$ cat src/common/alu_pkg.sv
// ALU issue slot package with shared widths, opcodes, instruction word layout and constants
package alu_pkg;

	// ============================================================
	// Widths and scalar types
	// ============================================================
	localparam int XLEN = 32;
	localparam int PREG_BITS = 6;
	localparam int ROB_BITS = 5;
	localparam int RF_PORTS = 4;
	localparam int IMM_BITS = 16;
	// Shift amount comes from the low bits of operand B
	localparam int SHAMT_BITS = $clog2(XLEN);

	typedef logic [XLEN-1:0] value_t;
	typedef logic [PREG_BITS-1:0] preg_t;
	typedef logic [ROB_BITS-1:0] rob_ndx_t;

	// ============================================================
	// Opcodes and instruction word
	// ============================================================
	typedef enum logic [3:0] {
		ADD = 4'd0,
		SUB = 4'd1,
		AND = 4'd2,
		OR  = 4'd3,
		XOR = 4'd4,
		SLL = 4'd5,
		SRL = 4'd6,
		MUL = 4'd7
	} alu_op_e;

	// Register form, operand B comes from the second source register
	typedef struct packed {
		alu_op_e op;
		logic imm_form;
		logic [4:0] func;
		logic [21:0] unused;
	} instr_reg_t;

	// Immediate form, operand B is the sign extended low half
	typedef struct packed {
		alu_op_e op;
		logic imm_form;
		logic [10:0] pad;
		logic [IMM_BITS-1:0] imm;
	} instr_imm_t;

	// Opcode and form bit sit at the same place in both views
	typedef union packed {
		instr_reg_t r;
		instr_imm_t i;
	} instr_word_u;

	// ============================================================
	// Multiplier and station FSM constants
	// ============================================================
	localparam int MUL_CYCLES = 32;
	localparam int MUL_CNT_BITS = $clog2(MUL_CYCLES);

	localparam logic [1:0] ST_IDLE = 2'd0;
	localparam logic [1:0] ST_WAIT = 2'd1;
	localparam logic [1:0] ST_EXEC = 2'd2;

endpackage

$ cat src/alu_station/alu_exec.sv
// ALU execution block with one-cycle logic and shift ops and an iterative shift-add multiplier
module alu_exec import alu_pkg::*; (
	input  logic clk,
	input  logic rst,
	input  logic start_i,
	input  alu_op_e op_i,
	input  value_t arg_a_i,
	input  value_t arg_b_i,
	output logic done_o,
	output value_t result_o
);

	logic mul_busy;
	logic [MUL_CNT_BITS-1:0] mul_cnt;
	value_t acc_q;
	value_t mcand_q;
	value_t mplier_q;
	value_t step_acc;
	value_t step_mcand;
	value_t step_mplier;
	value_t alu_res;

	// ============================================================
	// Single-cycle operations
	// ============================================================
	always_comb begin
		case (op_i)
			ADD: alu_res = arg_a_i + arg_b_i;
			SUB: alu_res = arg_a_i - arg_b_i;
			AND: alu_res = arg_a_i & arg_b_i;
			OR:  alu_res = arg_a_i | arg_b_i;
			XOR: alu_res = arg_a_i ^ arg_b_i;
			SLL: alu_res = arg_a_i << arg_b_i[SHAMT_BITS-1:0];
			SRL: alu_res = arg_a_i >> arg_b_i[SHAMT_BITS-1:0];
			default: alu_res = '0;
		endcase
	end

	// ============================================================
	// Shift-add multiplier
	// ============================================================
	// The first step runs on the start edge straight from the arguments,
	// later steps run from the loop registers
	always_comb begin
		step_acc = mul_busy ? acc_q : '0;
		step_mcand = mul_busy ? mcand_q : arg_a_i;
		step_mplier = mul_busy ? mplier_q : arg_b_i;
		if (step_mplier[0])
			step_acc = step_acc + step_mcand;
	end

	// Control, the done pulse and the loop counter
	always_ff @(posedge clk) begin
		if (rst) begin
			done_o <= 1'b0;
			mul_busy <= 1'b0;
			mul_cnt <= '0;
		end else begin
			done_o <= 1'b0;
			if (start_i && op_i != MUL) begin
				done_o <= 1'b1;
			end else if (start_i) begin
				mul_busy <= 1'b1;
				mul_cnt <= MUL_CNT_BITS'(MUL_CYCLES - 1);
			end else if (mul_busy) begin
				mul_cnt <= mul_cnt - 1'b1;
				// Counter at one means this edge performs the final step
				if (mul_cnt == 1) begin
					mul_busy <= 1'b0;
					done_o <= 1'b1;
				end
			end
		end
	end

	// Datapath registers, product bits above XLEN simply fall off the top
	always_ff @(posedge clk) begin
		if (start_i || mul_busy) begin
			acc_q <= step_acc;
			mcand_q <= step_mcand << 1;
			mplier_q <= step_mplier >> 1;
		end
		if (start_i && op_i != MUL)
			result_o <= alu_res;
		else if (mul_busy && mul_cnt == 1)
			result_o <= step_acc;
	end

	// The station holds one op, so a new start cannot overlap a multiply
	a_no_start_mul: assert property (@(posedge clk) disable iff (rst) !(start_i && mul_busy));
	a_done_pulse: assert property (@(posedge clk) disable iff (rst) done_o |=> !done_o);

endmodule

$ cat src/alu_station/alu_station.sv
// Single-entry ALU reservation station that gathers operands and launches or completes the op
module alu_station import alu_pkg::*; (
	input  logic clk,
	input  logic rst,
	input  logic issue_i,
	input  rob_ndx_t rob_ndx_i,
	input  instr_word_u instr_i,
	input  preg_t prs1_i,
	input  preg_t prs2_i,
	input  preg_t prd_i,
	input  logic copy_target_i,
	input  preg_t [RF_PORTS-1:0] rf_prn_i,
	input  logic [RF_PORTS-1:0] rf_prnv_i,
	input  value_t [RF_PORTS-1:0] rf_val_i,
	input  logic ex_done_i,
	input  value_t ex_result_i,
	output logic start_o,
	output alu_op_e op_o,
	output value_t arg_a_o,
	output value_t arg_b_o,
	output logic busy_o,
	output logic done_o,
	output rob_ndx_t done_ndx_o,
	output value_t result_o
);

	logic [1:0] state_q;
	logic cpy_done_q;
	logic issue_ok;
	rob_ndx_t rob_q;
	alu_op_e op_q;
	value_t imm_q;
	logic imm_form_q;
	logic copy_q;
	preg_t prs1_q;
	preg_t prs2_q;
	preg_t prd_q;
	value_t src1_val;
	value_t src2_val;
	value_t dst_val;
	logic src1_vld;
	logic src2_vld;
	logic dst_vld;
	logic ready;

	assign busy_o = state_q != ST_IDLE;
	assign issue_ok = issue_i && !busy_o;

	// ============================================================
	// Issue latch
	// ============================================================
	// The form bit is read through the register view, it is shared by both
	always_ff @(posedge clk) begin
		if (issue_ok) begin
			rob_q <= rob_ndx_i;
			op_q <= instr_i.r.op;
			imm_form_q <= instr_i.r.imm_form;
			imm_q <= {{(XLEN-IMM_BITS){instr_i.i.imm[IMM_BITS-1]}}, instr_i.i.imm};
			copy_q <= copy_target_i;
			prs1_q <= prs1_i;
			prs2_q <= prs2_i;
			prd_q <= prd_i;
		end
	end

	// Captures are cleared by the issue itself, so they start watching a cycle later
	operand_capture u_src1_cap (
		.clk(clk), .rst(rst), .clr_i(issue_ok), .preg_i(prs1_q),
		.rf_prn_i(rf_prn_i), .rf_prnv_i(rf_prnv_i), .rf_val_i(rf_val_i),
		.val_o(src1_val), .vld_o(src1_vld)
	);

	operand_capture u_src2_cap (
		.clk(clk), .rst(rst), .clr_i(issue_ok), .preg_i(prs2_q),
		.rf_prn_i(rf_prn_i), .rf_prnv_i(rf_prnv_i), .rf_val_i(rf_val_i),
		.val_o(src2_val), .vld_o(src2_vld)
	);

	// Old destination value, only waited for by copy-target ops
	operand_capture u_dst_cap (
		.clk(clk), .rst(rst), .clr_i(issue_ok), .preg_i(prd_q),
		.rf_prn_i(rf_prn_i), .rf_prnv_i(rf_prnv_i), .rf_val_i(rf_val_i),
		.val_o(dst_val), .vld_o(dst_vld)
	);

	// ============================================================
	// Operand readiness and launch
	// ============================================================
	// A copy-target needs only the old destination, other ops only their sources
	always_comb begin
		if (copy_q)
			ready = dst_vld;
		else
			ready = src1_vld && (src2_vld || imm_form_q);
	end

	assign start_o = state_q == ST_WAIT && ready && !copy_q;
	assign op_o = op_q;
	assign arg_a_o = src1_val;
	assign arg_b_o = imm_form_q ? imm_q : src2_val;

	// Completion comes from exec or from the station's own copy-target path
	assign done_o = ex_done_i || cpy_done_q;
	assign done_ndx_o = rob_q;
	assign result_o = cpy_done_q ? dst_val : ex_result_i;

	always_ff @(posedge clk) begin
		if (rst) begin
			state_q <= ST_IDLE;
			cpy_done_q <= 1'b0;
		end else begin
			cpy_done_q <= 1'b0;
			case (state_q)
				ST_IDLE: begin
					if (issue_i)
						state_q <= ST_WAIT;
				end
				ST_WAIT: begin
					// Copy-target skips exec and signals done on the next edge
					if (ready) begin
						state_q <= ST_EXEC;
						cpy_done_q <= copy_q;
					end
				end
				default: begin
					if (done_o)
						state_q <= ST_IDLE;
				end
			endcase
		end
	end

	// Upstream must respect busy, there is only the one entry
	a_no_issue_busy: assert property (@(posedge clk) disable iff (rst) !(issue_i && busy_o));
	// Exec must never report a result for an op the station did not hold
	a_done_busy: assert property (@(posedge clk) disable iff (rst) done_o |-> busy_o);

endmodule

$ cat src/hdl/alu_unit_top.sv
// Integer ALU issue slot top level joining the reservation station and the execution block
module alu_unit_top import alu_pkg::*; (
	input  logic clk,
	input  logic rst,
	input  logic issue_i,
	input  rob_ndx_t rob_ndx_i,
	input  instr_word_u instr_i,
	input  preg_t prs1_i,
	input  preg_t prs2_i,
	input  preg_t prd_i,
	input  logic copy_target_i,
	input  preg_t [RF_PORTS-1:0] rf_prn_i,
	input  logic [RF_PORTS-1:0] rf_prnv_i,
	input  value_t [RF_PORTS-1:0] rf_val_i,
	output logic busy_o,
	output logic done_o,
	output rob_ndx_t done_ndx_o,
	output value_t result_o
);

	// Station to exec launch and return path
	logic ex_start;
	alu_op_e ex_op;
	value_t ex_arg_a;
	value_t ex_arg_b;
	logic ex_done;
	value_t ex_result;

	alu_station u_alu_station (
		.clk(clk), .rst(rst), .issue_i(issue_i), .rob_ndx_i(rob_ndx_i),
		.instr_i(instr_i), .prs1_i(prs1_i), .prs2_i(prs2_i), .prd_i(prd_i),
		.copy_target_i(copy_target_i), .rf_prn_i(rf_prn_i), .rf_prnv_i(rf_prnv_i),
		.rf_val_i(rf_val_i), .ex_done_i(ex_done), .ex_result_i(ex_result),
		.start_o(ex_start), .op_o(ex_op), .arg_a_o(ex_arg_a), .arg_b_o(ex_arg_b),
		.busy_o(busy_o), .done_o(done_o), .done_ndx_o(done_ndx_o), .result_o(result_o)
	);

	alu_exec u_alu_exec (
		.clk(clk), .rst(rst), .start_i(ex_start), .op_i(ex_op),
		.arg_a_i(ex_arg_a), .arg_b_i(ex_arg_b),
		.done_o(ex_done), .result_o(ex_result)
	);

endmodule

$ cat src/hdl/operand_capture.sv
// Operand capture that snoops the register-file read ports for one physical register
module operand_capture import alu_pkg::*; (
	input  logic clk,
	input  logic rst,
	input  logic clr_i,
	input  preg_t preg_i,
	input  preg_t [RF_PORTS-1:0] rf_prn_i,
	input  logic [RF_PORTS-1:0] rf_prnv_i,
	input  value_t [RF_PORTS-1:0] rf_val_i,
	output value_t val_o,
	output logic vld_o
);

	logic hit;
	value_t hit_val;

	// Fixed priority search, walking down so the lowest matching port is kept
	always_comb begin
		hit = 1'b0;
		hit_val = '0;
		for (int p = RF_PORTS - 1; p >= 0; p--) begin
			if (rf_prnv_i[p] && rf_prn_i[p] == preg_i) begin
				hit = 1'b1;
				hit_val = rf_val_i[p];
			end
		end
	end

	// Valid flag, sticky until the station clears it on the next issue
	always_ff @(posedge clk) begin
		if (rst || clr_i)
			vld_o <= 1'b0;
		else if (hit)
			vld_o <= 1'b1;
	end

	// Holding register only loads while the register is still missing
	always_ff @(posedge clk) begin
		if (!clr_i && !vld_o && hit)
			val_o <= hit_val;
	end

	// Once seen, an operand stays valid for the rest of the op
	a_vld_sticky: assert property (@(posedge clk) $fell(vld_o) |-> $past(clr_i || rst));

endmodule

$ cat config.mk
export PLATFORM = sky130hd
export DESIGN_NAME = alu_unit_top
export DESIGN_NICKNAME = d
export VERILOG_FILES = /design/src/common/alu_pkg.sv /design/src/alu_station/alu_exec.sv /design/src/alu_station/alu_station.sv /design/src/hdl/alu_unit_top.sv /design/src/hdl/operand_capture.sv
export SDC_FILE = /design/constraint.sdc
export NUM_CORES = 1
export LEC_CHECK = 0
export ABC_AREA = 1
export BUFFER_PORTS_ARGS = -buffer_cell sky130_fd_sc_hd__buf_4
export CAP_MARGIN = 40
export CORE_MARGIN = 3
export CORE_UTILIZATION = 25
export CTS_BUF_LIST = sky130_fd_sc_hd__clkbuf_4 sky130_fd_sc_hd__clkbuf_8
export CTS_CLUSTER_DIAMETER = 50
export DETAILED_ROUTE_END_ITERATION = 16
export GPL_TIMING_DRIVEN = 0
export PLACE_DENSITY = 0.43
export SLEW_MARGIN = 20
export SYNTH_ARGS = -nofsm -noshare
export SYNTH_HDL_FRONTEND = slang
export SYNTH_SLANG_ARGS = --single-unit
export TNS_END_PERCENT = 20
$ cat constraint.sdc
create_clock -name clk -period 9.24 [get_ports clk]
set_clock_uncertainty 0.1 [all_clocks]
set_input_delay 0.924 -clock clk [delete_from_list [all_inputs] [get_ports clk]]
set_output_delay 0.924 -clock clk [all_outputs]
set_load 0.005 [all_outputs]
=== After elaboration in Yosys (flattened, before gate mapping) ===
Index checks and enable logic that the tools add are counted.

* Output and inout port bits: 39
* Memories kept: 0
* Logic and storage cells: 149
* Bits in latches: 0
* Register bits after elaboration: 280
* RAM bits: 0
* Memory bits (read-only): 0

* Bitwise logic cells: 6
* Magnitude comparators: 0
* Equal/unequal tests: 23
* Shift-type cells: 2
* Muxes and demuxes: 47
* Add/sub/neg operators: 4
* Div/mod/pow operators: 0
* $mul: 0
* Reductions and logical operators: 43

{| class="wikitable"
|+ Operators with widths
! operator !! count
|-
| $mux W32 || 19
|-
| $pmux W32 S7 || 1
|-
| $eq A6 B6 Y1 || 12
|-
| $add A32 B32 Y32 || 2
|-
| $and A32 B32 Y32 || 1
|-
| $or A32 B32 Y32 || 1
|-
| $shl A32 B5 Y32 || 1
|-
| $shr A32 B5 Y32 || 1
|-
| $sub A32 B32 Y32 || 1
|-
| $xor A32 B32 Y32 || 1
|-
| $mux W31 || 1
|-
| $logic_and A1 B1 Y1 || 24
|-
| $mux W1 || 20
|-
| $eq A4 B3 Y1 const B || 3
|-
| $mux W5 || 2
|-
| $eq A4 B2 Y1 const B || 2
|-
| $logic_not A1 Y1 || 6
|-
| $mux W2 || 3
|-
| $reduce_bool A2 Y1 || 3
|-
| $eq A5 B1 Y1 const B || 1
|-
| $sub A5 B1 Y5 const B || 1
|-
| $eq A4 B1 Y1 const B || 1
|-
| $logic_not A4 Y1 || 1
|-
| $logic_or A1 B1 Y1 || 4
|-
| 11 further kinds || 13
|}

=== Depth between registers and ports, before layout ===
* Depth in word-level cells: 8
* Gate-level depth with buffers: 27
* Gate-level depth less buffers: 25

=== Hierarchy ===
Synthesis repeated with hierarchy kept, for this count alone.

* Cells, all modules: 4373
* Area, all modules: 27584.0 um2

{| class="wikitable"
|+ Modules (own cells, without submodules)
! module !! area each (um2) !! cells an instance !! times used !! seq. area each (um2)
|-
| alu_exec || 15929.0 || 2572 || 1 || 3923.8
|-
| operand_capture || 3121.7 || 512 || 3 || 980.9
|-
| alu_station || 2289.7 || 265 || 1 || 1411.4
|}

=== Worst setup path before layout ===
No wires, ideal clock.

* Kind: input-to-reg
* From: in rf_prn_i[12] (netlist name)
* To: reg u_alu_station.u_dst_cap.val_o[0], enable pin
* Slack: 4391 ps
* Required time: 8672 ps
* Path buffers: 1
* Arrival: 4280 ps
* Stages on the path: 8
* Library setup time: 468 ps
* Path through: inv_1 -> nand2_1 -> o211ai_1 -> nor4_4 -> inv_2 -> clkbuf_1 -> nand4_1 -> nor3b_1

* Cells in the longest elaborated chain, start to end: 6

{| class="wikitable"
|+ RTL lines
! item !! RTL line !! text
|-
| start, declared || alu_unit_top.sv:12 || <nowiki>input preg_t [RF_PORTS-1:0] rf_prn_i,</nowiki>
|-
| $eq A6 B6 Y1 || operand_capture.sv:22 || <nowiki>if (rf_prnv_i[p] && rf_prn_i[p] == preg_i) begin</nowiki>
|-
| $logic_and A1 B1 Y1 || operand_capture.sv:22 ||
|-
| $mux W1 (3 in a row) || operand_capture.sv:22 ||
|-
| $logic_and A1 B1 Y1 || operand_capture.sv:39 || <nowiki>if (!clr_i && !vld_o && hit)</nowiki>
|-
| end signal, assigned || operand_capture.sv:40 || <nowiki>val_o <= hit_val;</nowiki>
|-
| end, declared || operand_capture.sv:10 || <nowiki>output value_t val_o,</nowiki>
|}

No other way between the ends.
A chain may end at the register's enable or synchronous reset.

=== Final worst setup path ===
* From: reg u_alu_station.imm_form_q
* To: reg u_alu_exec.result_o[27], data pin

* Cells in the longest elaborated chain, start to end: 7

{| class="wikitable"
|+ RTL lines
! item !! RTL line !! text
|-
| start, declared || alu_station.sv:33 || <nowiki>logic imm_form_q;</nowiki>
|-
| start signal, assigned || alu_station.sv:57 || <nowiki>imm_form_q <= instr_i.r.imm_form;</nowiki>
|-
| branches (longest 6 deep; another with $sub A32 B32 Y32) || -- ||
|-
| $mux W32 (*) || alu_exec.sv:83 || <nowiki>if (start_i && op_i != MUL)</nowiki>
|-
| end signal, assigned || alu_exec.sv:84 || <nowiki>result_o <= alu_res;</nowiki>
|-
| end signal, assigned || alu_exec.sv:86 || <nowiki>result_o <= step_acc;</nowiki>
|-
| end, declared || alu_exec.sv:10 || <nowiki>output value_t result_o</nowiki>
|}

Every way passes the cells marked *. The select of a mux whose other input is x is not followed.

==> impl_results.md <==
* Synth Area in Simple Gates at 0.3156
* Htree depth at 2
* Pin count of the biggest net entering global routing at 42
* Status: complete, no violations
* Detail Route Antenna Nets at 0
* Compound-gate portion of the synthesized area at 0.1722
* Initial antenna violation count at 5
* DR vias at 27650
* Post_cts resized at 0
* Total core area at 0.09899 mm^2
* Clk buf depth at 3
* Tot GR Track Use at 0.2518
* Post-synthesis mux area share at 0
* Final Max Slew Viols at 0
* Reg2Reg Setup Slack at 3.85 ns
* Adder-Cell Fraction of Synth Area at 0.06646
* IO Count at 254
* Synth top area cells: edfxtp_1 32%, nand2_1 17%, ha_1 6.5%
* Synth Instances at 3719
* Hpwl dp at 111600 um
* Final min period at 5.390 ns
* Final Hold Viols at 0
* Slew @ Worst Pin at 0.8755 ns
* CTS Sinks at 280
* #FFs+latches synth at 280
* Clock Tree Root: clkbuf_8
* Die area at 0.1041 mm^2
* # hold bufs at CTS at 0
* Distinct cell type count after synthesis at 60
* Startpoint class of the critical path: register
* Hold path cells at 1
* Main combinational cell family by area after synthesis: simple AND/OR/NAND/NOR gates
* Grt ovf at 0
* Reg2reg path depth at 24
* Hold Path Class: input port to register
* Via density at 5.141
* Final net count at 4387
* Hold EP: u_alu_station.copy_q
* Wire length per cell at 25.10 um
* Critical Path AT at 5.78 ns
* Fin crit share at 0.5833
* Hold Slack at 0.2518 ns
* I/O Buffers at 241
* Total CTS buffers at 61
* Leak at 13.91 nW
* CTS tree: built
* Post-CTS setup buffers at 0
* Syn_nets at 4066
* Clk Latency, worst-skew pair at 0.75 ns
* Starting density of the core at 0.2533
* Cell row count at 115
* Crit path max fanout at 11
* Final RePlAce weighted congestion at 1.000
* Die width at 322.7 um
* Avg Cell Area, Syn at 6.742 um^2
* Top cell type's share of synthesized area at 0.3197
* Final setup viols at 0
* Hold path start: copy_target_i
* Critical path type: register to register
* Peak Freq at 185.5 MHz
* Crit end category: register
* Reg-to-reg critical path endpoint: u_alu_exec.result_o[27]
* Worst reg2reg startpoint: u_alu_station.imm_form_q
* Register area share after synthesis at 0.3301
* Xor/xnor share of the synthesized area at 0.01991
* Layout cells sized above 1 at 0.1235
* Worst vdd ir at 0.0001197 V
* Mapped Area at 0.02508 mm^2
* CP required at 9.63 ns
* DR pass1 iterations at 6
* Slew Limit Headroom at 0.4163
* Area overhead of the layout relative to synthesis at 19.73%
* MaxCap Viol Count at 0
* Pwr per Cell Area at 134.0 mW/mm^2
* RSZ-0062 raised after global routing: false
* Vias in the first global route at 26980
* Die Y at 322.7 um
* Global-route wire length before repair at 190600 um
* Largest area contributor in the netlist: edfxtp_1
* Clock Pin Slew Worst Setup and Hold Paths at 0.06 ns
* Post-Route WL at 135000 um
* DRC errors left at 0
* Initial DRC count at 2654
* Synth warn at 0
* Setup TNS at 0 ns
## cells in the mapped netlist (all sizes together)
library cell / n
nand3b: 21
a22o: 1
buf: 73
o211ai: 47
fa: 2
xor2: 52
o21bai: 5
o221ai: 1
a221oi: 24
clkinv: 3
a211oi: 3
o21ai: 351
nor3: 45
or2: 12
nand3: 311
a22oi: 29
a31oi: 16
ha: 130
nand2: 1148
and2: 3
nand4: 36
nor2: 284
edfxtp: 267
nor3b: 3
a21o: 3
o22ai: 28
o311ai: 1
dfxtp: 13
nor4: 10
xnor2: 5
o21a: 8
conb: 1
clkbuf: 91
o2111ai: 4
a21oi: 255
inv: 432
and3: 1
## registers in the layout, indices dropped and copies added, names as in the netlist, 16 cells and up
signal / flops
u_alu_station.imm_q: 16
u_alu_station.u_dst_cap.val_o: 32
u_alu_exec.acc_q: 32
u_alu_station.u_src1_cap.val_o: 32
u_alu_exec.result_o: 32
u_alu_exec.mplier_q: 31
u_alu_exec.mcand_q: 31
u_alu_station.u_src2_cap.val_o: 32
## per-layer routing
| layer | GRT usage | wire length [um] |
|---|---|---|
| met5 | 0 | 31 |
| met4 | 0.1027 | 6078 |
| met3 | 0.02993 | 7459 |
| met2 | 0.4207 | 62420 |
| met1 | 0.3304 | 59000 |
## metrics by stage
stage                     utilization  instances  instance area, um^2  power (mW)  setup slack, ns
after global placement         0.2878       5247                28490       2.538            1.497
after detailed placement       0.2900       5264                28710       2.532            3.848
after floorplan                     -       3719                25080       2.075            4.391
after global routing           0.3032       5376                30020       4.212            3.624
after CTS                      0.3032       5375                30020       4.047            3.915
final                          0.3033       5378                30020       4.023            3.850
## report_power, final
part / leakage, nW / total (mW) / internal, mW / switching, mW
logic: 10.8 / 1.07 / 0.320 / 0.745
registers: 2.40 / 1.47 / 1.43 / 0.0356
clock network: 0.665 / 1.49 / 0.841 / 0.648
total: 13.9 / 4.02 / 2.59 / 1.43
## cell families after synthesis
kind of cell	count (synthesis)
and+or+nand+nor	1874
AOI/OAI and AO/OA	776
buffers and inverters	599
DFF	280
adders and majority gates	132
xor gates and xnor gates	57
other	1
## final cells by class
cell class                      instances  area (um^2)
Sequential cell                       280         8278
Inverter                              435         1640
Antenna cell                            3        7.507
Buffer                                164        758.2
Timing Repair Buffer                  258         1998
Multi-Input combinational cell       2840        14430
Clock buffer                           72        928.4
Tap cell                             1287         1610
Clock inverter                         39        375.4
Fill cell                           11110        68970
## worst max-delay path by stage
stage | from | endpoint | slack, ns | cells past startpoint
2_1_floorplan | rf_prn_i[12] | u_alu_station.u_dst_cap.val_o[0] | 4.39 | 8
3_3_place_gp | rf_prn_i[12] | u_alu_station.u_dst_cap.val_o[5] | 1.50 | 9
3_5_place_dp | u_alu_station.imm_form_q | u_alu_exec.result_o[27] | 3.85 | 24
4_1_cts | u_alu_station.imm_form_q | u_alu_exec.result_o[27] | 3.91 | 24
5_1_grt | u_alu_station.imm_form_q | u_alu_exec.result_o[27] | 3.62 | 24
6_report | u_alu_station.imm_form_q | u_alu_exec.result_o[27] | 3.85 | 24
## cell usage in the layout, fill, tap and decap left out, types with 21 or more instances in the layout
master / synthesis / final
nor2_1: 268 / 268
nand3_1: 309 / 309
o22ai_1: 28 / 28
nand2_1: 1124 / 1122
o21ai_1: 39 / 39
nand3b_1: 21 / 21
buf_2: 47 / 48
ha_1: 130 / 130
edfxtp_1: 267 / 267
o211ai_1: 47 / 47
clkbuf_1: 90 / 90
clkbuf_8: 0 / 62
a221oi_1: 24 / 24
a21oi_1: 253 / 253
nand4_1: 35 / 35
nor3_1: 42 / 42
buf_4: 6 / 257
inv_1: 411 / 410
o21ai_0: 311 / 311
a22oi_1: 29 / 29
nand2_2: 21 / 22
xor2_1: 52 / 52
## worst max-delay path, cell delays in order, from the launching register on
cell      delay, ns
edfxtp_1       0.37
buf_6          0.18
inv_6          0.13
nand2_1        0.09
nand2_2        0.27
buf_4          0.26
buf_2          0.40
ha_1           0.33
nand4_2        0.23
nor2_4         0.25
a31oi_2        0.21
o21ai_0        0.19
nand2_1        0.10
ha_1           0.44
nand2_1        0.13
nor2_1         0.24
nand2_1        0.15
nor3_1         0.16
nand2_1        0.14
nand2_1        0.09
nand2_1        0.05
nand3_1        0.16
nand3b_1       0.22
nand2_1        0.16
nand2_1        0.08
(Power assumes the default switching activity.)
